## src/i2cp_config.svh

```systemverilog
/*
  reset defaults, FIFO depth and register indices of the bridge
  indices are byte offsets on the i2c side; apb addresses them as words
*/
`ifndef I2CP_CONFIG_SVH
`define I2CP_CONFIG_SVH

// reset values of the i2c configuration
`define I2CP_DEF_DEV_ADDR   7'h6F
`define I2CP_DEF_DEBOUNCE   8'd20
`define I2CP_DEF_SCL_DELAY  8'd20
`define I2CP_DEF_SDA_DELAY  8'd8

`define I2CP_FIFO_DEPTH_W   4        // 16 entries per direction

`define I2CP_IDX_DEV_ADDR     8'h00
`define I2CP_IDX_ENABLE       8'h01
`define I2CP_IDX_DEBOUNCE     8'h02
`define I2CP_IDX_SCL          8'h03
`define I2CP_IDX_SDA          8'h04
`define I2CP_IDX_MSG_I2A      8'h10
`define I2CP_IDX_MSG_I2A_ST   8'h11
`define I2CP_IDX_MSG_A2I      8'h12
`define I2CP_IDX_MSG_A2I_ST   8'h13
`define I2CP_IDX_FIFO_I2A_WR  8'h20
`define I2CP_IDX_FIFO_I2A_RD  8'h21
`define I2CP_IDX_FIFO_I2A_ST  8'h23  // {full, empty}
`define I2CP_IDX_FIFO_A2I_WR  8'h30
`define I2CP_IDX_FIFO_A2I_RD  8'h31
`define I2CP_IDX_FIFO_A2I_ST  8'h33  // {full, empty}
`define I2CP_IDX_IRQ_I2C_ST   8'h40
`define I2CP_IDX_IRQ_I2C_EN   8'h41
`define I2CP_IDX_IRQ_APB_ST   8'h50
`define I2CP_IDX_IRQ_APB_EN   8'h51

`endif
```

## src/i2cp_reg_pkg.sv

```systemverilog
/*
  types of the shared register map: configuration, interrupt status
  and the flat view that both read muxes select from
*/
`default_nettype none

package i2cp_reg_pkg;

  typedef struct packed {
    logic [6:0] dev_addr;
    logic       enabled;
    logic [7:0] debounce;
    logic [7:0] scl_delay;
    logic [7:0] sda_delay;
  } i2c_cfg_t;

  // bit 0 mbox_full, bit 1 rx_nonempty, bit 2 tx_empty
  typedef struct packed {
    logic tx_empty;
    logic rx_nonempty;
    logic mbox_full;
  } irq_st_t;

  typedef struct packed {
    i2c_cfg_t   cfg;
    logic [7:0] msg_i2a;
    logic       msg_i2a_full;
    logic [7:0] msg_a2i;
    logic       msg_a2i_full;
    logic [7:0] i2a_head;      // fifo heads, first word fall through
    logic [7:0] a2i_head;
    logic       i2a_full;
    logic       i2a_empty;
    logic       a2i_full;
    logic       a2i_empty;
    irq_st_t    i2c_irq_st;
    irq_st_t    i2c_irq_en;
    irq_st_t    apb_irq_st;
    irq_st_t    apb_irq_en;
  } reg_view_t;

endpackage

`default_nettype wire

```

## src/i2cp_bus_pkg.sv

```systemverilog
/*
  request structs of the two register ports and their decoded form
  apb addresses are byte addresses of 32-bit words
*/
`default_nettype none

package i2cp_bus_pkg;

  typedef logic [11:0] apb_addr_t;
  typedef logic [31:0] apb_data_t;
  typedef logic [7:0]  i2c_addr_t;
  typedef logic [7:0]  i2c_data_t;

  typedef struct packed {
    apb_addr_t waddr;
    apb_data_t wdata;
    logic      wren;
    apb_addr_t raddr;
    logic      rd_done;  // host has sampled rdata of raddr
  } apb_req_t;

  typedef struct packed {
    i2c_addr_t addr;     // shared by writes and reads
    i2c_data_t wdata;
    logic      wren;
    logic      rd_done;
  } i2c_req_t;

  // one side's access after decode
  typedef struct packed {
    logic       wr;
    logic [7:0] widx;
    logic [7:0] wbyte;
    logic       rd_done;
    logic [7:0] ridx;
  } reg_acc_t;

endpackage

`default_nettype wire

```

## src/i2cp_bridge.sv

```systemverilog
/*
  register bridge between an apb-side host and an i2c target
  rst_i is the clock, clk_i the asynchronous active-high reset
  apb reads with bits 11:10 set return zero and have no side effect
*/
`default_nettype none
`timescale 1ns/1ps
`include "i2cp_config.svh"

module i2cp_bridge
  import i2cp_bus_pkg::*;
  import i2cp_reg_pkg::*;
(
  input  wire           rst_i,
  input  wire           clk_i,
  input  wire apb_req_t apb_i,
  output apb_data_t     apb_rdata_o,
  input  wire i2c_req_t i2c_i,
  output i2c_data_t     i2c_rdata_o,
  output i2c_cfg_t      cfg_o,
  output logic          i2c_irq_o,
  output logic          apb_irq_o
);

  reg_acc_t   apb_acc;
  reg_acc_t   i2c_acc;
  reg_view_t  view;
  logic [7:0] msg_i2a;
  logic       msg_i2a_full;
  logic [7:0] msg_a2i;
  logic       msg_a2i_full;
  logic [7:0] i2a_head;
  logic       i2a_full;
  logic       i2a_empty;
  logic [7:0] a2i_head;
  logic       a2i_full;
  logic       a2i_empty;
  irq_st_t    i2c_src;
  irq_st_t    i2c_en;
  irq_st_t    i2c_st;
  irq_st_t    apb_src;
  irq_st_t    apb_en;
  irq_st_t    apb_st;

  i2cp_port #(
    .addr_t(apb_addr_t), .data_t(apb_data_t), .RX_IDX(`I2CP_IDX_FIFO_I2A_RD)
  ) i_apb_port (
    .rst_i, .clk_i,
    .waddr_i(apb_i.waddr), .raddr_i(apb_i.raddr), .wdata_i(apb_i.wdata),
    .wren_i(apb_i.wren), .rd_done_i(apb_i.rd_done),
    .view_i(view), .acc_o(apb_acc), .rdata_o(apb_rdata_o)
  );

  i2cp_port #(
    .addr_t(i2c_addr_t), .data_t(i2c_data_t), .RX_IDX(`I2CP_IDX_FIFO_A2I_RD)
  ) i_i2c_port (
    .rst_i, .clk_i,
    .waddr_i(i2c_i.addr), .raddr_i(i2c_i.addr), .wdata_i(i2c_i.wdata),  // one address for both
    .wren_i(i2c_i.wren), .rd_done_i(i2c_i.rd_done),
    .view_i(view), .acc_o(i2c_acc), .rdata_o(i2c_rdata_o)
  );

  i2cp_cfg_regs i_cfg_regs (.rst_i, .clk_i, .acc_i(apb_acc), .cfg_o(cfg_o));

  i2cp_mailbox #(.WR_IDX(`I2CP_IDX_MSG_I2A), .RD_IDX(`I2CP_IDX_MSG_I2A)) i_mbox_i2a (
    .rst_i, .clk_i, .wr_acc_i(i2c_acc), .rd_acc_i(apb_acc),
    .data_o(msg_i2a), .full_o(msg_i2a_full)
  );

  i2cp_mailbox #(.WR_IDX(`I2CP_IDX_MSG_A2I), .RD_IDX(`I2CP_IDX_MSG_A2I)) i_mbox_a2i (
    .rst_i, .clk_i, .wr_acc_i(apb_acc), .rd_acc_i(i2c_acc),
    .data_o(msg_a2i), .full_o(msg_a2i_full)
  );

  // i2c pushes, apb pops
  i2cp_fifo #(.DEPTH_W(`I2CP_FIFO_DEPTH_W)) i_fifo_i2a (
    .rst_i, .clk_i,
    .push_i(i2c_acc.wr && (i2c_acc.widx == `I2CP_IDX_FIFO_I2A_WR)),
    .wdata_i(i2c_acc.wbyte),
    .pop_i(apb_acc.rd_done && (apb_acc.ridx == `I2CP_IDX_FIFO_I2A_RD)),
    .rdata_o(i2a_head), .full_o(i2a_full), .empty_o(i2a_empty)
  );

  // apb pushes, i2c pops
  i2cp_fifo #(.DEPTH_W(`I2CP_FIFO_DEPTH_W)) i_fifo_a2i (
    .rst_i, .clk_i,
    .push_i(apb_acc.wr && (apb_acc.widx == `I2CP_IDX_FIFO_A2I_WR)),
    .wdata_i(apb_acc.wbyte),
    .pop_i(i2c_acc.rd_done && (i2c_acc.ridx == `I2CP_IDX_FIFO_A2I_RD)),
    .rdata_o(a2i_head), .full_o(a2i_full), .empty_o(a2i_empty)
  );

  // each side sees its incoming mailbox, its rx fifo and its tx fifo
  assign i2c_src = '{tx_empty: i2a_empty, rx_nonempty: !a2i_empty, mbox_full: msg_a2i_full};
  assign apb_src = '{tx_empty: a2i_empty, rx_nonempty: !i2a_empty, mbox_full: msg_i2a_full};

  i2cp_irq #(.EN_IDX(`I2CP_IDX_IRQ_I2C_EN)) i_irq_i2c (
    .rst_i, .clk_i, .acc_i(i2c_acc), .src_i(i2c_src),
    .enable_o(i2c_en), .status_o(i2c_st), .irq_o(i2c_irq_o)
  );

  i2cp_irq #(.EN_IDX(`I2CP_IDX_IRQ_APB_EN)) i_irq_apb (
    .rst_i, .clk_i, .acc_i(apb_acc), .src_i(apb_src),
    .enable_o(apb_en), .status_o(apb_st), .irq_o(apb_irq_o)
  );

  always_comb begin
    view.cfg          = cfg_o;
    view.msg_i2a      = msg_i2a;
    view.msg_i2a_full = msg_i2a_full;
    view.msg_a2i      = msg_a2i;
    view.msg_a2i_full = msg_a2i_full;
    view.i2a_head     = i2a_head;
    view.a2i_head     = a2i_head;
    view.i2a_full     = i2a_full;
    view.i2a_empty    = i2a_empty;
    view.a2i_full     = a2i_full;
    view.a2i_empty    = a2i_empty;
    view.i2c_irq_st   = i2c_st;
    view.i2c_irq_en   = i2c_en;
    view.apb_irq_st   = apb_st;
    view.apb_irq_en   = apb_en;
  end

endmodule

`default_nettype wire

```

## src/i2cp_cfg_regs.sv

```systemverilog
/*
  i2c configuration registers, written from the apb side only
  each register keeps only its own width of the written byte
*/
`default_nettype none
`timescale 1ns/1ps
`include "i2cp_config.svh"

module i2cp_cfg_regs
  import i2cp_bus_pkg::*;
  import i2cp_reg_pkg::*;
(
  input  wire           rst_i,
  input  wire           clk_i,
  input  wire reg_acc_t acc_i,
  output i2c_cfg_t      cfg_o
);

  always_ff @(posedge rst_i or posedge clk_i) begin
    if (clk_i) begin
      cfg_o.dev_addr  <= `I2CP_DEF_DEV_ADDR;
      cfg_o.enabled   <= 1'b0;             // target stays off until enabled
      cfg_o.debounce  <= `I2CP_DEF_DEBOUNCE;
      cfg_o.scl_delay <= `I2CP_DEF_SCL_DELAY;
      cfg_o.sda_delay <= `I2CP_DEF_SDA_DELAY;
    end else if (acc_i.wr) begin
      case (acc_i.widx)
        `I2CP_IDX_DEV_ADDR: cfg_o.dev_addr  <= acc_i.wbyte[6:0];
        `I2CP_IDX_ENABLE:   cfg_o.enabled   <= acc_i.wbyte[0];
        `I2CP_IDX_DEBOUNCE: cfg_o.debounce  <= acc_i.wbyte;
        `I2CP_IDX_SCL:      cfg_o.scl_delay <= acc_i.wbyte;
        `I2CP_IDX_SDA:      cfg_o.sda_delay <= acc_i.wbyte;
        default:            ;
      endcase
    end
  end

endmodule

`default_nettype wire

```

## src/i2cp_port.sv

```systemverilog
/*
  address decode and registered read mux of one side
  addresses wider than 8 bits need bits above 9 at zero and index by word
  rdata lags the read address by one clock; rst_i clocks, clk_i resets
*/
`default_nettype none
`timescale 1ns/1ps
`include "i2cp_config.svh"

module i2cp_port
  import i2cp_bus_pkg::*;
  import i2cp_reg_pkg::*;
#(
  parameter type        addr_t = logic [7:0],
  parameter type        data_t = logic [7:0],
  parameter logic [7:0] RX_IDX = `I2CP_IDX_FIFO_A2I_RD  // own fifo read port
) (
  input  wire            rst_i,
  input  wire            clk_i,
  input  wire addr_t     waddr_i,
  input  wire addr_t     raddr_i,
  input  wire data_t     wdata_i,
  input  wire            wren_i,
  input  wire            rd_done_i,
  input  wire reg_view_t view_i,
  output reg_acc_t       acc_o,
  output data_t          rdata_o
);

  localparam int AW = $bits(addr_t);

  logic       wr_ok;
  logic       rd_ok;
  logic [7:0] widx;
  logic [7:0] ridx;
  logic [7:0] rbyte;

  if (AW > 8) begin : g_paged
    assign wr_ok = (waddr_i[AW-1:10] == '0);  // page 0 only
    assign rd_ok = (raddr_i[AW-1:10] == '0);
    assign widx  = waddr_i[9:2];
    assign ridx  = raddr_i[9:2];
  end else begin : g_flat
    assign wr_ok = 1'b1;
    assign rd_ok = 1'b1;
    assign widx  = waddr_i[7:0];
    assign ridx  = raddr_i[7:0];
  end

  always_comb begin
    acc_o.wr      = wren_i && wr_ok;
    acc_o.widx    = widx;
    acc_o.wbyte   = wdata_i[7:0];
    acc_o.rd_done = rd_done_i && rd_ok;
    acc_o.ridx    = ridx;
  end

  always_comb begin
    case (ridx)
      `I2CP_IDX_DEV_ADDR:    rbyte = {1'b0, view_i.cfg.dev_addr};
      `I2CP_IDX_ENABLE:      rbyte = {7'b0, view_i.cfg.enabled};
      `I2CP_IDX_DEBOUNCE:    rbyte = view_i.cfg.debounce;
      `I2CP_IDX_SCL:         rbyte = view_i.cfg.scl_delay;
      `I2CP_IDX_SDA:         rbyte = view_i.cfg.sda_delay;
      `I2CP_IDX_MSG_I2A:     rbyte = view_i.msg_i2a;
      `I2CP_IDX_MSG_I2A_ST:  rbyte = {7'b0, view_i.msg_i2a_full};
      `I2CP_IDX_MSG_A2I:     rbyte = view_i.msg_a2i;
      `I2CP_IDX_MSG_A2I_ST:  rbyte = {7'b0, view_i.msg_a2i_full};
      `I2CP_IDX_FIFO_I2A_RD: rbyte = (RX_IDX == `I2CP_IDX_FIFO_I2A_RD) ? view_i.i2a_head : 8'h00;
      `I2CP_IDX_FIFO_I2A_ST: rbyte = {6'b0, view_i.i2a_full, view_i.i2a_empty};
      `I2CP_IDX_FIFO_A2I_RD: rbyte = (RX_IDX == `I2CP_IDX_FIFO_A2I_RD) ? view_i.a2i_head : 8'h00;
      `I2CP_IDX_FIFO_A2I_ST: rbyte = {6'b0, view_i.a2i_full, view_i.a2i_empty};
      `I2CP_IDX_IRQ_I2C_ST:  rbyte = {5'b0, view_i.i2c_irq_st};
      `I2CP_IDX_IRQ_I2C_EN:  rbyte = {5'b0, view_i.i2c_irq_en};
      `I2CP_IDX_IRQ_APB_ST:  rbyte = {5'b0, view_i.apb_irq_st};
      `I2CP_IDX_IRQ_APB_EN:  rbyte = {5'b0, view_i.apb_irq_en};
      default:               rbyte = 8'h00;  // fifo write ports read as zero too
    endcase
  end

  always_ff @(posedge rst_i or posedge clk_i) begin
    if (clk_i) begin
      rdata_o <= '0;
    end else begin
      rdata_o <= data_t'(rd_ok ? rbyte : 8'h00);  // zero extended
    end
  end

endmodule

`default_nettype wire

```

## src/i2cp_irq.sv

```systemverilog
/*
  interrupt enable register of one side
  irq_o is combinational from registered sources and enables
*/
`default_nettype none
`timescale 1ns/1ps

module i2cp_irq
  import i2cp_bus_pkg::*;
  import i2cp_reg_pkg::*;
#(
  parameter logic [7:0] EN_IDX = 8'h41
) (
  input  wire           rst_i,
  input  wire           clk_i,
  input  wire reg_acc_t acc_i,     // own side only
  input  wire irq_st_t  src_i,
  output irq_st_t       enable_o,
  output irq_st_t       status_o,
  output logic          irq_o
);

  always_ff @(posedge rst_i or posedge clk_i) begin
    if (clk_i) begin
      enable_o <= '0;
    end else if (acc_i.wr && (acc_i.widx == EN_IDX)) begin
      enable_o <= irq_st_t'(acc_i.wbyte[2:0]);
    end
  end

  assign status_o = irq_st_t'(src_i & enable_o);  // masked sources
  assign irq_o    = |status_o;

endmodule

`default_nettype wire

```

## src/i2cp_mailbox.sv

```systemverilog
/*
  single-byte message register with a full flag
  a write in the same cycle as the clearing read keeps the flag set
*/
`default_nettype none
`timescale 1ns/1ps

module i2cp_mailbox
  import i2cp_bus_pkg::*;
#(
  parameter logic [7:0] WR_IDX = 8'h10,
  parameter logic [7:0] RD_IDX = 8'h10
) (
  input  wire             rst_i,
  input  wire             clk_i,
  input  wire reg_acc_t   wr_acc_i,  // writing side
  input  wire reg_acc_t   rd_acc_i,  // reading side
  output logic      [7:0] data_o,
  output logic            full_o
);

  logic wr_hit;
  logic rd_hit;

  assign wr_hit = wr_acc_i.wr && (wr_acc_i.widx == WR_IDX);
  assign rd_hit = rd_acc_i.rd_done && (rd_acc_i.ridx == RD_IDX);

  always_ff @(posedge rst_i or posedge clk_i) begin
    if (clk_i) begin
      data_o <= '0;
      full_o <= 1'b0;
    end else if (wr_hit) begin
      data_o <= wr_acc_i.wbyte;
      full_o <= 1'b1;
    end else if (rd_hit) begin
      full_o <= 1'b0;
    end
  end

endmodule

`default_nettype wire

```

## src/i2cp_fifo.sv

```systemverilog
/*
  byte FIFO, first word fall through, 2**DEPTH_W entries
  push when full and pop when empty are dropped silently
  rst_i is the clock, clk_i the asynchronous active-high reset
*/
`default_nettype none
`timescale 1ns/1ps

module i2cp_fifo #(
  parameter int DEPTH_W = 4
) (
  input  wire        rst_i,
  input  wire        clk_i,
  input  wire        push_i,
  input  wire  [7:0] wdata_i,
  input  wire        pop_i,
  output logic [7:0] rdata_o,
  output logic       full_o,
  output logic       empty_o
);

  localparam int DEPTH = 1 << DEPTH_W;

  logic [7:0]         mem [DEPTH];
  logic [DEPTH_W-1:0] wr_ptr;
  logic [DEPTH_W-1:0] rd_ptr;
  logic [DEPTH_W:0]   count;
  logic               do_push;
  logic               do_pop;

  assign full_o  = count[DEPTH_W];  // msb only set at DEPTH
  assign empty_o = (count == '0);
  assign do_push = push_i && !full_o;
  assign do_pop  = pop_i && !empty_o;
  assign rdata_o = mem[rd_ptr];

  always_ff @(posedge rst_i) begin
    if (do_push) mem[wr_ptr] <= wdata_i;
  end

  always_ff @(posedge rst_i or posedge clk_i) begin
    if (clk_i) begin
      wr_ptr <= '0;
      rd_ptr <= '0;
      count  <= '0;
    end else begin
      if (do_push) wr_ptr <= wr_ptr + 1'b1;
      if (do_pop) rd_ptr <= rd_ptr + 1'b1;  // head moves after this edge
      case ({do_push, do_pop})
        2'b10:   count <= count + 1'b1;
        2'b01:   count <= count - 1'b1;
        default: count <= count;
      endcase
    end
  end

endmodule

`default_nettype wire

```

## config.mk

```make
export PLATFORM = sky130hd
export DESIGN_NAME = i2cp_bridge
export DESIGN_NICKNAME = d
export VERILOG_FILES = /design/src/i2cp_reg_pkg.sv /design/src/i2cp_bus_pkg.sv /design/src/i2cp_bridge.sv /design/src/i2cp_cfg_regs.sv /design/src/i2cp_port.sv /design/src/i2cp_irq.sv /design/src/i2cp_mailbox.sv /design/src/i2cp_fifo.sv
export VERILOG_INCLUDE_DIRS = /design/src
export SDC_FILE = /design/constraint.sdc
export NUM_CORES = 1
export LEC_CHECK = 0
export BUFFER_PORTS_ARGS = -buffer_cell sky130_fd_sc_hd__buf_4
export CAP_MARGIN = 20
export CORE_AREA = 3 3 121 239
export CTS_CLUSTER_SIZE = 30
export DETAILED_ROUTE_END_ITERATION = 8
export DIE_AREA = 0 0 124 242
export GPL_TIMING_DRIVEN = 0
export PLACE_DENSITY = 0.78
export SLEW_MARGIN = 20
export SYNTH_ARGS = -nofsm -noshare
export SYNTH_HDL_FRONTEND = slang
export SYNTH_SLANG_ARGS = --single-unit
export TNS_END_PERCENT = 30
```

## constraint.sdc

```tcl
create_clock -name rst_i -period 4.08 [get_ports rst_i]
set_input_delay 0.816 -clock rst_i [delete_from_list [all_inputs] [get_ports rst_i]]
set_output_delay 0.816 -clock rst_i [all_outputs]
set_load 0.01 [all_outputs]
```

==> flow_summary.rst, run 1 <==
.. list-table::
   :header-rows: 1

   * - Metric
     - Value
   * - Via Count
     - 9709
   * - Detail-routed net length per standard cell
     - 26.1 µm
   * - Initial antenna violation count
     - 1
   * - Final worst-path cycle share
     - 0.961
   * - Total die area
     - 0.0300 mm²
   * - Residual DRC count
     - 0
   * - Number of max-slew violations in the final report
     - 0
   * - Cells after Synth
     - 1030
   * - Average via count per standard cell
     - 6.22
   * - CTS tree
     - done
   * - I/O pin count
     - 152
   * - Skew-Pair Late Insertion Delay
     - 0.57 ns
   * - Launch instance of the worst register-to-register path
     - i_fifo_a2i.count[1]$_DFFE_PP0P_
   * - Number of global-route vias before repair
     - 10181
   * - Post-layout min period
     - 3.92 ns
   * - Measured slew at the worst slew-check pin
     - 1.10 ns
   * - Placer's final routability congestion estimate
     - 0.974
   * - Worst vdd rail ir drop
     - 0.000425 V
   * - Crit path setup slack, layout
     - 0.158 ns
   * - Quantity of hold-fixing buffers added after cts
     - 0
   * - Number of clock sinks
     - 354
   * - Top routing layer in use
     - met4
   * - Std-Cell Rows
     - 85
   * - First-pass GRT wire length
     - 61.5 mm
   * - Antenna Nets Post-Route
     - 0
   * - Nets
     - 1285
   * - Max-Slew Margin vs Limit
     - 0.254
   * - Router iterations before antenna repair
     - 5
   * - Wire length on met2
     - 23.4 mm
   * - Detail Placement HPWL
     - 30.7 mm
   * - Aggregate global-route resource usage
     - 0.278
   * - RSZ-0062 raised after global routing
     - false
   * - Highest-count cells in the layout ignoring fill and taps
     - 256 x sky130_fd_sc_hd__edfxtp_1, 156 x sky130_fd_sc_hd__buf_4, 87 x sky130_fd_sc_hd__dfrtp_1
   * - Synth-to-layout area growth
     - 15.4%
   * - Worst-case setup slack after placement
     - -0.669 ns
   * - Worst hold slack
     - 0.258 ns
   * - CP Launch Type
     - input pin
   * - Final hold viol count
     - 0
   * - Synth warn
     - 0
   * - Endpoint of the lowest-slack register-to-register path
     - i_fifo_a2i.count[4]$_DFFE_PP0P_
   * - Setup CP Type
     - in -> reg
   * - Total power density per cell area
     - 383 mW/mm²
   * - Internal reg-to-reg setup slack
     - 0.31 ns
   * - Critical path peak fanout
     - 9
   * - Count of flip-flops with a built-in enable after synthesis
     - 256
   * - Die height
     - 242 µm
   * - Sequential area share after synthesis
     - 0.636
   * - Leak Pwr
     - 6.81 nW
   * - Pin count of the biggest net entering global routing
     - 54
   * - Summed instance area of the synthesized netlist
     - 0.0160 mm²
   * - Routed met3 length
     - 2.17 mm
   * - Number of different library cells in the post-synthesis netlist
     - 65
   * - Fin cells
     - 1561
   * - Number of instances in the placed design
     - 1504
   * - Maximum level of the CTS H-tree
     - 1
   * - Final-report setup violation count
     - 0
   * - Cell chosen for the clock root
     - sky130_fd_sc_hd__clkbuf_16
   * - Buffers added on ports
     - 94
   * - Post-Route Utilization
     - 0.677
   * - FFs w/ async S/R, synth
     - 0.277
   * - Aggregate global routing overflow
     - 0
   * - # Max-Cap Violations
     - 0
   * - Standard cell core area
     - 0.0272 mm²
   * - Leading cell type in the layout, fill and taps excluded
     - sky130_fd_sc_hd__edfxtp_1
   * - Effective utilization at floorplan
     - 0.586
   * - Worst-path clk slew
     - 0.07 ns
   * - Primary flip-flop cell chosen by synthesis mapping
     - sky130_fd_sc_hd__edfxtp_1
   * - Arrival @ worst endpoint
     - 4.41 ns
   * - Buffer levels on the longest clock path
     - 3
   * - Synthesized area per cell
     - 15.5 µm²
   * - Sum of routed wire segments on met1
     - 12.1 mm
   * - Number of buffers added by the clock tree synthesis step
     - 29
   * - Worst clock skew on the final layout
     - 0.00966 ns
   * - Path type of the worst min-delay path
     - in -> async
   * - Capturing element type of the critical path
     - register
   * - DR iter-0 viols
     - 890
   * - Depth of the most critical reg-to-reg path
     - 14
   * - Wire length after detailed routing
     - 40.8 mm
   * - Required time of the critical path
     - 4.57 ns
   * - DIE WIDTH
     - 124 µm
   * - Upper clock frequency limit
     - 0.255 GHz
   * - Power Total
     - 0.00706 W
   * - Share of layout cells above drive strength 1
     - 0.330
   * - Post-synthesis register bit count
     - 354
   * - Outcome
     - finished, final reports clean
-- metrics by stage --
stage | instance area, µm² | TNS, ns
final | 18400 | 0
after detailed placement | 17400 | -3.69
after global routing | 18400 | 0
after floorplan | 16000 | 0
after CTS | 18400 | 0
after global placement | 17200 | -78.12
-- repair_timing --
| item | CTS | global route |
|---|---|---|
| endpoints found under the setup margin | 2 | 2 |
| setup buffers | 0 | 2 |
| resized for setup | 3 | 4 |
| pin swaps | 0 | 1 |
-- synth_stat cells (4+ instances only) --
| cell | instances | area (µm²) |
|---|---|---|
| sky130_fd_sc_hd__nor3b_1 | 5 | 37.5 |
| sky130_fd_sc_hd__xnor2_1 | 14 | 123 |
| sky130_fd_sc_hd__nand2_1 | 56 | 210 |
| sky130_fd_sc_hd__mux2_2 | 74 | 833 |
| sky130_fd_sc_hd__or4_1 | 6 | 45.0 |
| sky130_fd_sc_hd__o211ai_1 | 4 | 30.0 |
| sky130_fd_sc_hd__edfxtp_1 | 256 | 7690 |
| sky130_fd_sc_hd__o21ai_0 | 18 | 90.1 |
| sky130_fd_sc_hd__nor3_1 | 23 | 115 |
| sky130_fd_sc_hd__and3_1 | 4 | 25.0 |
| sky130_fd_sc_hd__nor4b_1 | 7 | 61.3 |
| sky130_fd_sc_hd__a32oi_1 | 6 | 52.6 |
| sky130_fd_sc_hd__inv_1 | 12 | 45.0 |
| sky130_fd_sc_hd__buf_1 | 11 | 41.3 |
| sky130_fd_sc_hd__nand3_1 | 13 | 65.1 |
| sky130_fd_sc_hd__dfrtp_1 | 87 | 2180 |
| sky130_fd_sc_hd__nor2_1 | 41 | 154 |
| sky130_fd_sc_hd__nand4_1 | 8 | 50.1 |
| sky130_fd_sc_hd__a22o_1 | 4 | 35.0 |
| sky130_fd_sc_hd__mux4_2 | 71 | 1600 |
| sky130_fd_sc_hd__nor4_1 | 15 | 93.8 |
| sky130_fd_sc_hd__nand3b_1 | 5 | 37.5 |
| sky130_fd_sc_hd__buf_4 | 56 | 420 |
| sky130_fd_sc_hd__and2_1 | 5 | 31.3 |
| sky130_fd_sc_hd__buf_2 | 7 | 35.0 |
| sky130_fd_sc_hd__a31oi_1 | 12 | 75.1 |
| sky130_fd_sc_hd__nand2b_1 | 8 | 50.1 |
| sky130_fd_sc_hd__clkbuf_1 | 38 | 143 |
| sky130_fd_sc_hd__mux2i_1 | 19 | 190 |
| sky130_fd_sc_hd__o22ai_1 | 8 | 50.1 |
| sky130_fd_sc_hd__ha_1 | 18 | 225 |
| sky130_fd_sc_hd__a221oi_1 | 6 | 52.6 |
| sky130_fd_sc_hd__a22oi_1 | 20 | 150 |
| sky130_fd_sc_hd__a21oi_1 | 15 | 75.1 |
| sky130_fd_sc_hd__nor4bb_1 | 8 | 80.1 |
| sky130_fd_sc_hd__dfstp_2 | 11 | 289 |
| sky130_fd_sc_hd__xor2_1 | 10 | 87.6 |
| sky130_fd_sc_hd__or3_1 | 4 | 25.0 |
-- layer usage --
layer,up-vias,global-route usage
met5,-,0
met4,0,0.172
met3,144,0.0432
met2,387,0.523
met1,4905,0.273
li1,4273,-
-- worst max-delay path, stage by stage --
cell and delay, ns:
sky130_fd_sc_hd__buf_4 0.13, sky130_fd_sc_hd__or4b_1 0.51, sky130_fd_sc_hd__buf_2 0.19, sky130_fd_sc_hd__or4_1 0.47
sky130_fd_sc_hd__buf_2 0.18, sky130_fd_sc_hd__nor3_1 0.36, sky130_fd_sc_hd__ha_1 0.26, sky130_fd_sc_hd__clkbuf_2 0.22
sky130_fd_sc_hd__xor2_1 0.09, sky130_fd_sc_hd__ha_1 0.21, sky130_fd_sc_hd__o21a_1 0.17, sky130_fd_sc_hd__o22a_1 0.20
sky130_fd_sc_hd__a21oi_1 0.20, sky130_fd_sc_hd__mux2i_1 0.25, sky130_fd_sc_hd__xnor2_1 0.15
-- state kept, by name, indices dropped and copies added (netlist names), 4 cells and up --
name	count
i_fifo_i2a.rd_ptr	4
i_fifo_a2i.wr_ptr	4
i_apb_port.rdata_o	8
i_cfg_regs.cfg_o	32
i_fifo_i2a.wr_ptr	4
i_mbox_a2i.data_o	8
i_fifo_a2i.mem	128
i_fifo_a2i.count	5
i_fifo_i2a.mem	128
i_fifo_a2i.rd_ptr	4
i_mbox_i2a.data_o	8
i_fifo_i2a.count	5
i_i2c_port.rdata_o	8
-- where the power goes --
| part | internal, W | leakage [nW] | total [W] | switching [W] |
|---|---|---|---|---|
| Clock | 0.00159 | 0.471 | 0.00287 | 0.00128 |
| Combinational | 0.000106 | 2.74 | 0.000288 | 0.000182 |
| Sequential | 0.00388 | 3.60 | 0.00390 | 0.0000248 |
| Total | 0.00558 | 6.81 | 0.00706 | 0.00149 |
-- final cells by class --
cell class / count / area [µm²]
flip-flops and latches: 354 / 10200
fillers: 1925 / 8800
multi-input cells: 573 / 5350
repair buffers: 105 / 798
clock buffers: 33 / 751
plain buffers: 114 / 658
well taps: 348 / 435
clock inverters: 21 / 226
inverters: 12 / 50.0
diodes: 1 / 2.50
-- worst max path at each step --
| stage | from | endpoint | depth (start not counted) |
|---|---|---|---|
| after floorplan | apb_i[5] | i_fifo_i2a.count[4]$_DFFE_PP0P_ | 15 |
| after global placement | i2c_i[12] | i_fifo_a2i.count[4]$_DFFE_PP0P_ | 15 |
| after detailed placement | i2c_i[12] | i_fifo_a2i.count[4]$_DFFE_PP0P_ | 15 |
| after CTS | i2c_i[12] | i_fifo_a2i.count[4]$_DFFE_PP0P_ | 15 |
| after global routing | apb_i[4] | i_fifo_i2a.count[4]$_DFFE_PP0P_ | 15 |
| final | apb_i[4] | i_fifo_i2a.count[4]$_DFFE_PP0P_ | 15 |
-- logic make-up after synthesis --
group	Yosys count	synth area share
AOI/OAI and AO/OA	120	0.0528
xor gates and xnor gates	24	0.0132
adders and majority gates	18	0.0141
buffers and inverters	126	0.0439
DFF	354	0.636
muxes	164	0.164
other	1	0.000235
and+or+nand+nor	223	0.0754
Note: power is estimated with default switching activity, not from simulation.
==> run 2: changes to the inputs <==
--- a/config.mk
+++ b/config.mk
@@ -8,14 +8,15 @@
 export LEC_CHECK = 0
 export BUFFER_PORTS_ARGS = -buffer_cell sky130_fd_sc_hd__buf_4
 export CAP_MARGIN = 20
-export CORE_AREA = 3 3 121 239
+export CORE_AREA = 3 3 123 243
 export CTS_CLUSTER_SIZE = 30
 export DETAILED_ROUTE_END_ITERATION = 8
-export DIE_AREA = 0 0 124 242
+export DIE_AREA = 0 0 126 246
 export GPL_TIMING_DRIVEN = 0
-export PLACE_DENSITY = 0.78
+export PLACE_DENSITY = 0.79
 export SLEW_MARGIN = 20
 export SYNTH_ARGS = -nofsm -noshare
 export SYNTH_HDL_FRONTEND = slang
+export SYNTH_HIERARCHICAL = 1
 export SYNTH_SLANG_ARGS = --single-unit
 export TNS_END_PERCENT = 30
==> run 2 against run 1 <==
Net effect:
- synthesized area is 4.8% higher
- die area is 3.3% higher
- clock skew is 0.0067 ns higher
- largest cell class unchanged
- non-clock buffer count is 21 lower
- critical endpoint is now apb_irq_o
- final area is 2.7% higher
- hold slack worse by 0.079 ns
- fmax is 13% higher
- sequential power hardly changed
- sequential cell count stayed put
==> flow_summary.rst, run 2 <==
.. list-table::
   :header-rows: 1

   * - Metric
     - Value
   * - Post-Route Utilization
     - 0.668
   * - Synth warn
     - 6
   * - Sequential power share
     - 0.521
   * - CTS tree
     - done
   * - Buffers added on ports
     - 68
   * - Internal power of the cells
     - 0.00592 W
   * - Required time of the critical path
     - 3.26 ns
   * - Total power density per cell area
     - 396 mW/mm²
   * - Antenna Nets Post-Route
     - 0
   * - Path type of the worst min-delay path
     - in -> async
   * - Std-Cell Rows
     - 87
   * - Cells after Synth
     - 1164
   * - Synth-to-layout area growth
     - 13.1%
   * - Primary flip-flop cell chosen by synthesis mapping
     - sky130_fd_sc_hd__edfxtp_1
   * - Placer's final routability congestion estimate
     - 1.01
   * - Number of clock sinks
     - 354
   * - Post-synthesis register bit count
     - 354
   * - Share of Yosys cell area claimed by the top area cell type
     - 0.460
   * - Share of layout cells above drive strength 1
     - 0.284
   * - Detail-routed net length per standard cell
     - 26.2 µm
   * - Count of flip-flops with a built-in enable after synthesis
     - 256
   * - Standard cell core area
     - 0.0283 mm²
   * - Final hold viol count
     - 0
   * - Worst vdd rail ir drop
     - 0.000437 V
   * - Via Count
     - 10467
   * - Ranking of synthesized cells by instance count
     - 256 x sky130_fd_sc_hd__edfxtp_1, 87 x sky130_fd_sc_hd__dfrtp_1, 82 x sky130_fd_sc_hd__buf_4
   * - Total negative setup slack
     - 0 ns
   * - Met3 global-route usage
     - 0.0356
   * - Synthesized area per cell
     - 14.4 µm²
   * - Final worst-path cycle share
     - 0.851
   * - Leading cell type in the layout, fill and taps excluded
     - sky130_fd_sc_hd__edfxtp_1
   * - DIE WIDTH
     - 126 µm
   * - Capturing element type of the critical path
     - output pin
   * - Sw Pwr
     - 0.00158 W
   * - Setup Buffers After CTS
     - 0
   * - Summed instance area of the synthesized netlist
     - 0.0167 mm²
   * - Upper clock frequency limit
     - 0.288 GHz
   * - Post-layout min period
     - 3.47 ns
   * - Average via count per standard cell
     - 6.28
   * - I/O pin count
     - 152
   * - Number of buffers added by the clock tree synthesis step
     - 29
   * - Count of antenna diodes in the layout
     - 0
   * - Initial antenna violation count
     - 0
   * - Worst-path clk slew
     - 0.07 ns
   * - Aggregate global routing overflow
     - 0
   * - Regs by FF count
     - i_fifo_a2i/mem (128), i_fifo_i2a/mem (128), i_cfg_regs/cfg_o (32)
   * - DR iter-0 viols
     - 907
   * - FFs w/ async S/R, synth
     - 0.277
   * - Outcome
     - finished, final reports clean
   * - Nets
     - 1385
   * - Top-count cell post-synth
     - sky130_fd_sc_hd__edfxtp_1
   * - Aggregate global-route resource usage
     - 0.281
   * - Critical path peak fanout
     - 5
   * - Met1 capacity usage during global routing
     - 0.252
   * - Quantity of gates resized following cts
     - 0
   * - Router iterations before antenna repair
     - 6
   * - Number of different library cells in the post-synthesis netlist
     - 80
   * - Wire length after detailed routing
     - 43.7 mm
   * - Die height
     - 246 µm
   * - Effective utilization at floorplan
     - 0.591
   * - Cell chosen for the clock root
     - sky130_fd_sc_hd__clkbuf_16
   * - Fillers
     - 2026
   * - Quantity of hold-fixing buffers added after cts
     - 0
   * - Buffer levels on the longest clock path
     - 3
   * - Grt peak-use layer
     - met2
   * - Number of max-slew violations in the final report
     - 0
   * - Sequential area share after synthesis
     - 0.607
   * - Post-synth top area cell
     - sky130_fd_sc_hd__edfxtp_1
   * - Worst clock skew on the final layout
     - 0.0164 ns
   * - Leak Pwr
     - 7.10 nW
   * - Fraction of power spent switching nets
     - 0.210
   * - Maximum level of the CTS H-tree
     - 1
   * - Number of global-route vias before repair
     - 10925
   * - Final-report setup violation count
     - 0
   * - RSZ-0062 raised after global routing
     - false
   * - Highest-count cells in the layout ignoring fill and taps
     - 256 x sky130_fd_sc_hd__edfxtp_1, 150 x sky130_fd_sc_hd__buf_4, 87 x sky130_fd_sc_hd__dfrtp_1
   * - CP Launch Type
     - register
   * - Skew-Pair Late Insertion Delay
     - 0.58 ns
   * - Global-route met2 utilization
     - 0.546
   * - Pin count of the biggest net entering global routing
     - 33
   * - Measured slew at the worst slew-check pin
     - 0.982 ns
   * - Clock Power Share
     - 0.418
   * - Max-Slew Margin vs Limit
     - 0.340
   * - Dominant cells by area after synthesis
     - sky130_fd_sc_hd__edfxtp_1 46%, sky130_fd_sc_hd__dfrtp_1 13%, sky130_fd_sc_hd__mux2_2 4.8%, sky130_fd_sc_hd__mux4_2 4.7%, sky130_fd_sc_hd__mux2i_1 4.2%
   * - Arrival @ worst endpoint
     - 2.66 ns
   * - First-pass GRT wire length
     - 64.8 mm
   * - Detail Placement HPWL
     - 33.2 mm
   * - Setup CP Type
     - reg -> out
   * - Combinational Power Share
     - 0.061
   * - Total die area
     - 0.0310 mm²
   * - Residual DRC count
     - 0
   * - # Max-Cap Violations
     - 0
[run 2: cell count changes after synthesis, moves of 10 or more]
cell and delta:
sky130_fd_sc_hd__inv_1 +21, sky130_fd_sc_hd__a221oi_1 +15, sky130_fd_sc_hd__nor4_1 -10, sky130_fd_sc_hd__buf_4 +26, sky130_fd_sc_hd__and2_1 +21, sky130_fd_sc_hd__o21ai_0 +27
sky130_fd_sc_hd__a21oi_1 +14, sky130_fd_sc_hd__mux2i_1 +52, sky130_fd_sc_hd__nor2_1 -12, sky130_fd_sc_hd__mux4_2 -36, sky130_fd_sc_hd__o21ai_1 +10, sky130_fd_sc_hd__clkbuf_1 -13
[run 2: layout make-up]
type / count / area, µm² / area share
flip-flops and latches: 354 / 10200 / 0.537
inverters: 34 / 128 / 0.00675
clock inverters: 14 / 248 / 0.0131
plain buffers: 129 / 866 / 0.0458
well taps: 356 / 445 / 0.0236
multi-input cells: 670 / 5710 / 0.302
repair buffers: 69 / 515 / 0.0273
clock buffers: 40 / 850 / 0.0449
[run 2: cell families (layout without fill, tap and decap cells)]
family | after synthesis | in the layout | share of synthesized area
DFF | 354 | 354 | 0.607
and+or+nand+nor | 248 | 248 | 0.0950
muxes | 187 | 187 | 0.145
AOI/OAI and AO/OA | 171 | 171 | 0.0673
buffers and inverters | 163 | 286 | 0.0594
adders and majority gates | 20 | 20 | 0.0159
xor gates and xnor gates | 20 | 20 | 0.0105
other | 1 | 24 | 0.000224
[run 2: worst max-delay path, stage by stage, from the launching register on]
cell,delay (ns)
sky130_fd_sc_hd__dfrtp_1,0.40
sky130_fd_sc_hd__or4_1,0.55
sky130_fd_sc_hd__nor2_2,0.33
sky130_fd_sc_hd__inv_1,0.06
sky130_fd_sc_hd__and2_1,0.19
sky130_fd_sc_hd__nor3_1,0.33
sky130_fd_sc_hd__inv_1,0.08
sky130_fd_sc_hd__buf_4,0.15
[run 2: layer usage]
| metal | vias up | routed length (µm) | part of all wire |
|---|---|---|---|
| met5 | - | 0 | 0 |
| met4 | 0 | 4010 | 0.092 |
| met3 | 180 | 2200 | 0.050 |
| met2 | 499 | 24900 | 0.57 |
| met1 | 5180 | 12600 | 0.29 |
| li1 | 4608 | - | - |
[run 2: worst paths after layout]
kind	depth (start not counted)	slack [ns]	startpoint	to
setup / recovery	7	0.61	i_fifo_i2a/count[1]$_DFFE_PP0P_	apb_irq_o
hold / removal	2	0.18	clk_i	i_irq_i2c/enable_o[0]$_DFFE_PP0P_
setup reg to reg	11	0.85	i_fifo_i2a/count[1]$_DFFE_PP0P_	i_fifo_i2a/count[4]$_DFFE_PP0P_
hold reg to reg	2	0.53	i_fifo_i2a/count[2]$_DFFE_PP0P_	i_fifo_i2a/count[2]$_DFFE_PP0P_
max in group asynchronous	2	3.12	clk_i	i_cfg_regs/cfg_o[7]$_DFFE_PP0P_
min in group rst_i	2	0.53	i_fifo_i2a/count[2]$_DFFE_PP0P_	i_fifo_i2a/count[2]$_DFFE_PP0P_
[run 2: per-stage QoR]
step / worst slack (ns) / std cells / power (W) / instance area, µm² / hold slack (ns)
finish: 0.608 / 1666 / 0.00750 / 18900 / 0.178
global route: 0.409 / 1666 / 0.00769 / 18900 / 0.184
CTS: 0.577 / 1665 / 0.00753 / 18900 / 0.156
detailed placement: 0.133 / 1611 / 0.00444 / 17800 / 0.514
global placement: 0.220 / 1611 / 0.00442 / 17800 / 0.502
floorplan: 0.727 / 1187 / 0.00429 / 16800 / 0.474
[run 2: power by group through the flow]
stage,Clock (W),Combinational (W),Sequential [W]
final,0.00313,0.000457,0.00391
after detailed placement,0,0.000455,0.00398
after floorplan,0,0.000314,0.00398
after CTS,0.00317,0.000456,0.00391
after global routing,0.00329,0.000493,0.00391
after global placement,0,0.000441,0.00398
==> run 3: changes to the inputs <==
--- a/config.mk
+++ b/config.mk
@@ -6,6 +6,7 @@
 export SDC_FILE = /design/constraint.sdc
 export NUM_CORES = 1
 export LEC_CHECK = 0
+export ABC_CLOCK_PERIOD_IN_PS = 4080
 export BUFFER_PORTS_ARGS = -buffer_cell sky130_fd_sc_hd__buf_4
 export CAP_MARGIN = 20
 export CORE_AREA = 3 3 123 243
==> constraint.sdc (replaced) <==
create_clock -name rst_i -period 4.08 [get_ports rst_i]
set_input_delay 0.204 -clock rst_i [delete_from_list [all_inputs] [get_ports rst_i]]
set_output_delay 0.204 -clock rst_i [all_outputs]
set_load 0.01 [all_outputs]
==> run 3 against run 2 <==
Net effect:
- count of clock-buffer cells in the layout unchanged
- critical path depth increased by 4
- via count increased by 0.54%
- clock power about the same
- wire length increased by 0.15%
- final area increased by 0.53%
- worst setup slack improved by 0.23 ns
- non-clock buffer count increased by 10
- critical endpoint is now i_fifo_i2a/count[4]$_DFFE_PP0P_
- largest cell class unchanged
- highest routed layer unchanged
==> flow_summary.rst, run 3 (same netlist as run 2, synthesis figures left out) <==
.. list-table::
   :header-rows: 1

   * - Metric
     - Value
   * - Leak Pwr
     - 7.14 nW
   * - Count of antenna diodes in the layout
     - 0
   * - Setup Buffers After CTS
     - 0
   * - Residual DRC count
     - 0
   * - Final-report setup violation count
     - 0
   * - Die height
     - 246 µm
   * - Aggregate global routing overflow
     - 0
   * - Buffer levels on the longest clock path
     - 3
   * - Leading cell type in the layout, fill and taps excluded
     - sky130_fd_sc_hd__edfxtp_1
   * - Total negative setup slack
     - 0 ns
   * - Average via count per standard cell
     - 6.28
   * - Effective utilization at floorplan
     - 0.591
   * - DR iter-0 viols
     - 935
   * - Detail Placement HPWL
     - 33.2 mm
   * - Hold Path Sink
     - i_fifo_a2i/mem[11][6]$_DFFE_PP_
   * - Synth-to-layout area growth
     - 13.7%
   * - Standard cell core area
     - 0.0283 mm²
   * - Wire length after detailed routing
     - 43.8 mm
   * - Post-layout min period
     - 3.24 ns
   * - Max-Slew Margin vs Limit
     - 0.338
   * - Outcome
     - finished, final reports clean
   * - I/O pin count
     - 152
   * - Number of clock sinks
     - 354
   * - Quantity of gates resized following cts
     - 0
   * - Cells on Worst Hold Path
     - 1
   * - Final worst-path cycle share
     - 0.794
   * - Total power density per cell area
     - 395 mW/mm²
   * - Measured slew at the worst slew-check pin
     - 0.986 ns
   * - Upper clock frequency limit
     - 0.309 GHz
   * - DIE WIDTH
     - 126 µm
   * - Placer's final routability congestion estimate
     - 1.01
   * - Highest-count cells in the layout ignoring fill and taps
     - 256 x sky130_fd_sc_hd__edfxtp_1, 150 x sky130_fd_sc_hd__buf_4, 87 x sky130_fd_sc_hd__dfrtp_1
   * - Total die area
     - 0.0310 mm²
   * - Number of global-route vias before repair
     - 10991
   * - Startpoint of the lowest-slack hold path
     - apb_i[20]
   * - # Max-Cap Violations
     - 0
   * - Number of buffers added by the clock tree synthesis step
     - 29
   * - Launch instance of the worst register-to-register path
     - i_fifo_i2a/count[1]$_DFFE_PP0P_
   * - Internal reg-to-reg setup slack
     - 0.84 ns
   * - CP Launch Type
     - register
   * - RSZ-0062 raised after global routing
     - false
   * - Buffers added on ports
     - 68
   * - Worst vdd rail ir drop
     - 0.000440 V
   * - Final hold viol count
     - 0
   * - Setup CP Type
     - reg -> reg
   * - Regs by FF count
     - i_fifo_a2i/mem (128), i_fifo_i2a/mem (128), i_cfg_regs/cfg_o (32)
   * - Endpoint of the lowest-slack register-to-register path
     - i_fifo_i2a/count[4]$_DFFE_PP0P_
   * - Share of layout cells above drive strength 1
     - 0.282
   * - Worst-path clk slew
     - 0.07 ns
   * - Number of max-slew violations in the final report
     - 0
   * - Worst clock skew on the final layout
     - 0.0212 ns
   * - Quantity of hold-fixing buffers added after cts
     - 10
   * - Nets
     - 1395
   * - Path type of the worst min-delay path
     - in -> reg
   * - Initial antenna violation count
     - 0
   * - CTS tree
     - done
   * - Std-Cell Rows
     - 87
   * - Post-Route Utilization
     - 0.672
   * - Depth of the most critical reg-to-reg path
     - 11
   * - Cell chosen for the clock root
     - sky130_fd_sc_hd__clkbuf_16
   * - Capturing element type of the critical path
     - register
   * - Aggregate global-route resource usage
     - 0.281
   * - Skew-Pair Late Insertion Delay
     - 0.59 ns
   * - Required time of the critical path
     - 4.53 ns
   * - Detail-routed net length per standard cell
     - 26.1 µm
   * - Via Count
     - 10524
   * - Arrival @ worst endpoint
     - 3.69 ns
   * - Maximum level of the CTS H-tree
     - 1
   * - Critical path peak fanout
     - 5
   * - Antenna Nets Post-Route
     - 0
   * - Router iterations before antenna repair
     - 6
   * - Pin count of the biggest net entering global routing
     - 33
   * - First-pass GRT wire length
     - 65.0 mm
==> run 3: changes by cell type in the layout (fill, tap and decap cells not counted), sizes merged <==
cell	change
dlygate4sd3	+10
==> run 3: worst max-delay path by stage <==
| stage | startpoint | to | slack [ns] | depth (start not counted) |
|---|---|---|---|---|
| 6_report | i_fifo_i2a/count[1]$_DFFE_PP0P_ | i_fifo_i2a/count[4]$_DFFE_PP0P_ | 0.84 | 11 |
| 5_1_grt | i_fifo_i2a/count[1]$_DFFE_PP0P_ | i_fifo_i2a/count[4]$_DFFE_PP0P_ | 0.71 | 11 |
| 4_1_cts | i_fifo_i2a/count[1]$_DFFE_PP0P_ | i_fifo_i2a/count[4]$_DFFE_PP0P_ | 0.88 | 11 |
| 3_5_place_dp | i2c_i[16] | i_fifo_i2a/count[4]$_DFFE_PP0P_ | 0.75 | 14 |
| 3_3_place_gp | i2c_i[16] | i_fifo_i2a/count[4]$_DFFE_PP0P_ | 0.83 | 14 |
| 2_1_floorplan | i_fifo_i2a/count[1]$_DFFE_PP0P_ | i_fifo_i2a/count[4]$_DFFE_PP0P_ | 1.33 | 11 |
==> run 3: stage by stage <==
| stage | setup slack [ns] | cells | power (W) | cell area, µm² | hold slack [ns] |
|---|---|---|---|---|---|
| 2_1_floorplan | 1.33 | 1187 | 0.00429 | 16800 | -0.0424 |
| 3_3_place_gp | 0.832 | 1611 | 0.00442 | 17800 | 0.146 |
| 3_5_place_dp | 0.745 | 1611 | 0.00444 | 17800 | 0.153 |
| 4_1_cts | 0.884 | 1675 | 0.00754 | 19000 | 0.000457 |
| 5_1_grt | 0.709 | 1676 | 0.00769 | 19000 | 0.00158 |
| 6_report | 0.840 | 1676 | 0.00751 | 19000 | 0.0119 |
==> run 3: final cells by class <==
cell class,count,area (µm²)
multi-input cells,670,5710
plain buffers,129,866
clock inverters,14,248
fillers,2014,9290
flip-flops and latches,354,10200
inverters,34,128
well taps,356,445
repair buffers,79,616
clock buffers,40,850
==> run 3: where the power goes <==
part | total (W) | internal [W] | leakage [nW] | switching [W]
logic | 0.000466 | 0.000193 | 3.03 | 0.000273
registers | 0.00391 | 0.00388 | 3.58 | 0.0000259
clock network | 0.00313 | 0.00185 | 0.529 | 0.00128
==> run 3: layer usage <==
layer / vias up / share of wire / global-route usage
met5: - / 0 / 0
li1: 4625 / - / -
met2: 512 / 0.57 / 0.550
met4: 0 / 0.092 / 0.214
met1: 5200 / 0.29 / 0.252
met3: 187 / 0.053 / 0.0362
==> run 3: critical path, cell delays in order (launching register included) <==
cell and delay [ns]:
sky130_fd_sc_hd__dfrtp_1 0.40, sky130_fd_sc_hd__or4_1 0.55, sky130_fd_sc_hd__nor2_2 0.32, sky130_fd_sc_hd__nor2b_1 0.11, sky130_fd_sc_hd__buf_6 0.16, sky130_fd_sc_hd__ha_1 0.23
sky130_fd_sc_hd__ha_1 0.33, sky130_fd_sc_hd__nor2b_1 0.14, sky130_fd_sc_hd__o21ai_0 0.23, sky130_fd_sc_hd__a21oi_1 0.12, sky130_fd_sc_hd__or3b_1 0.39, sky130_fd_sc_hd__xnor2_1 0.14
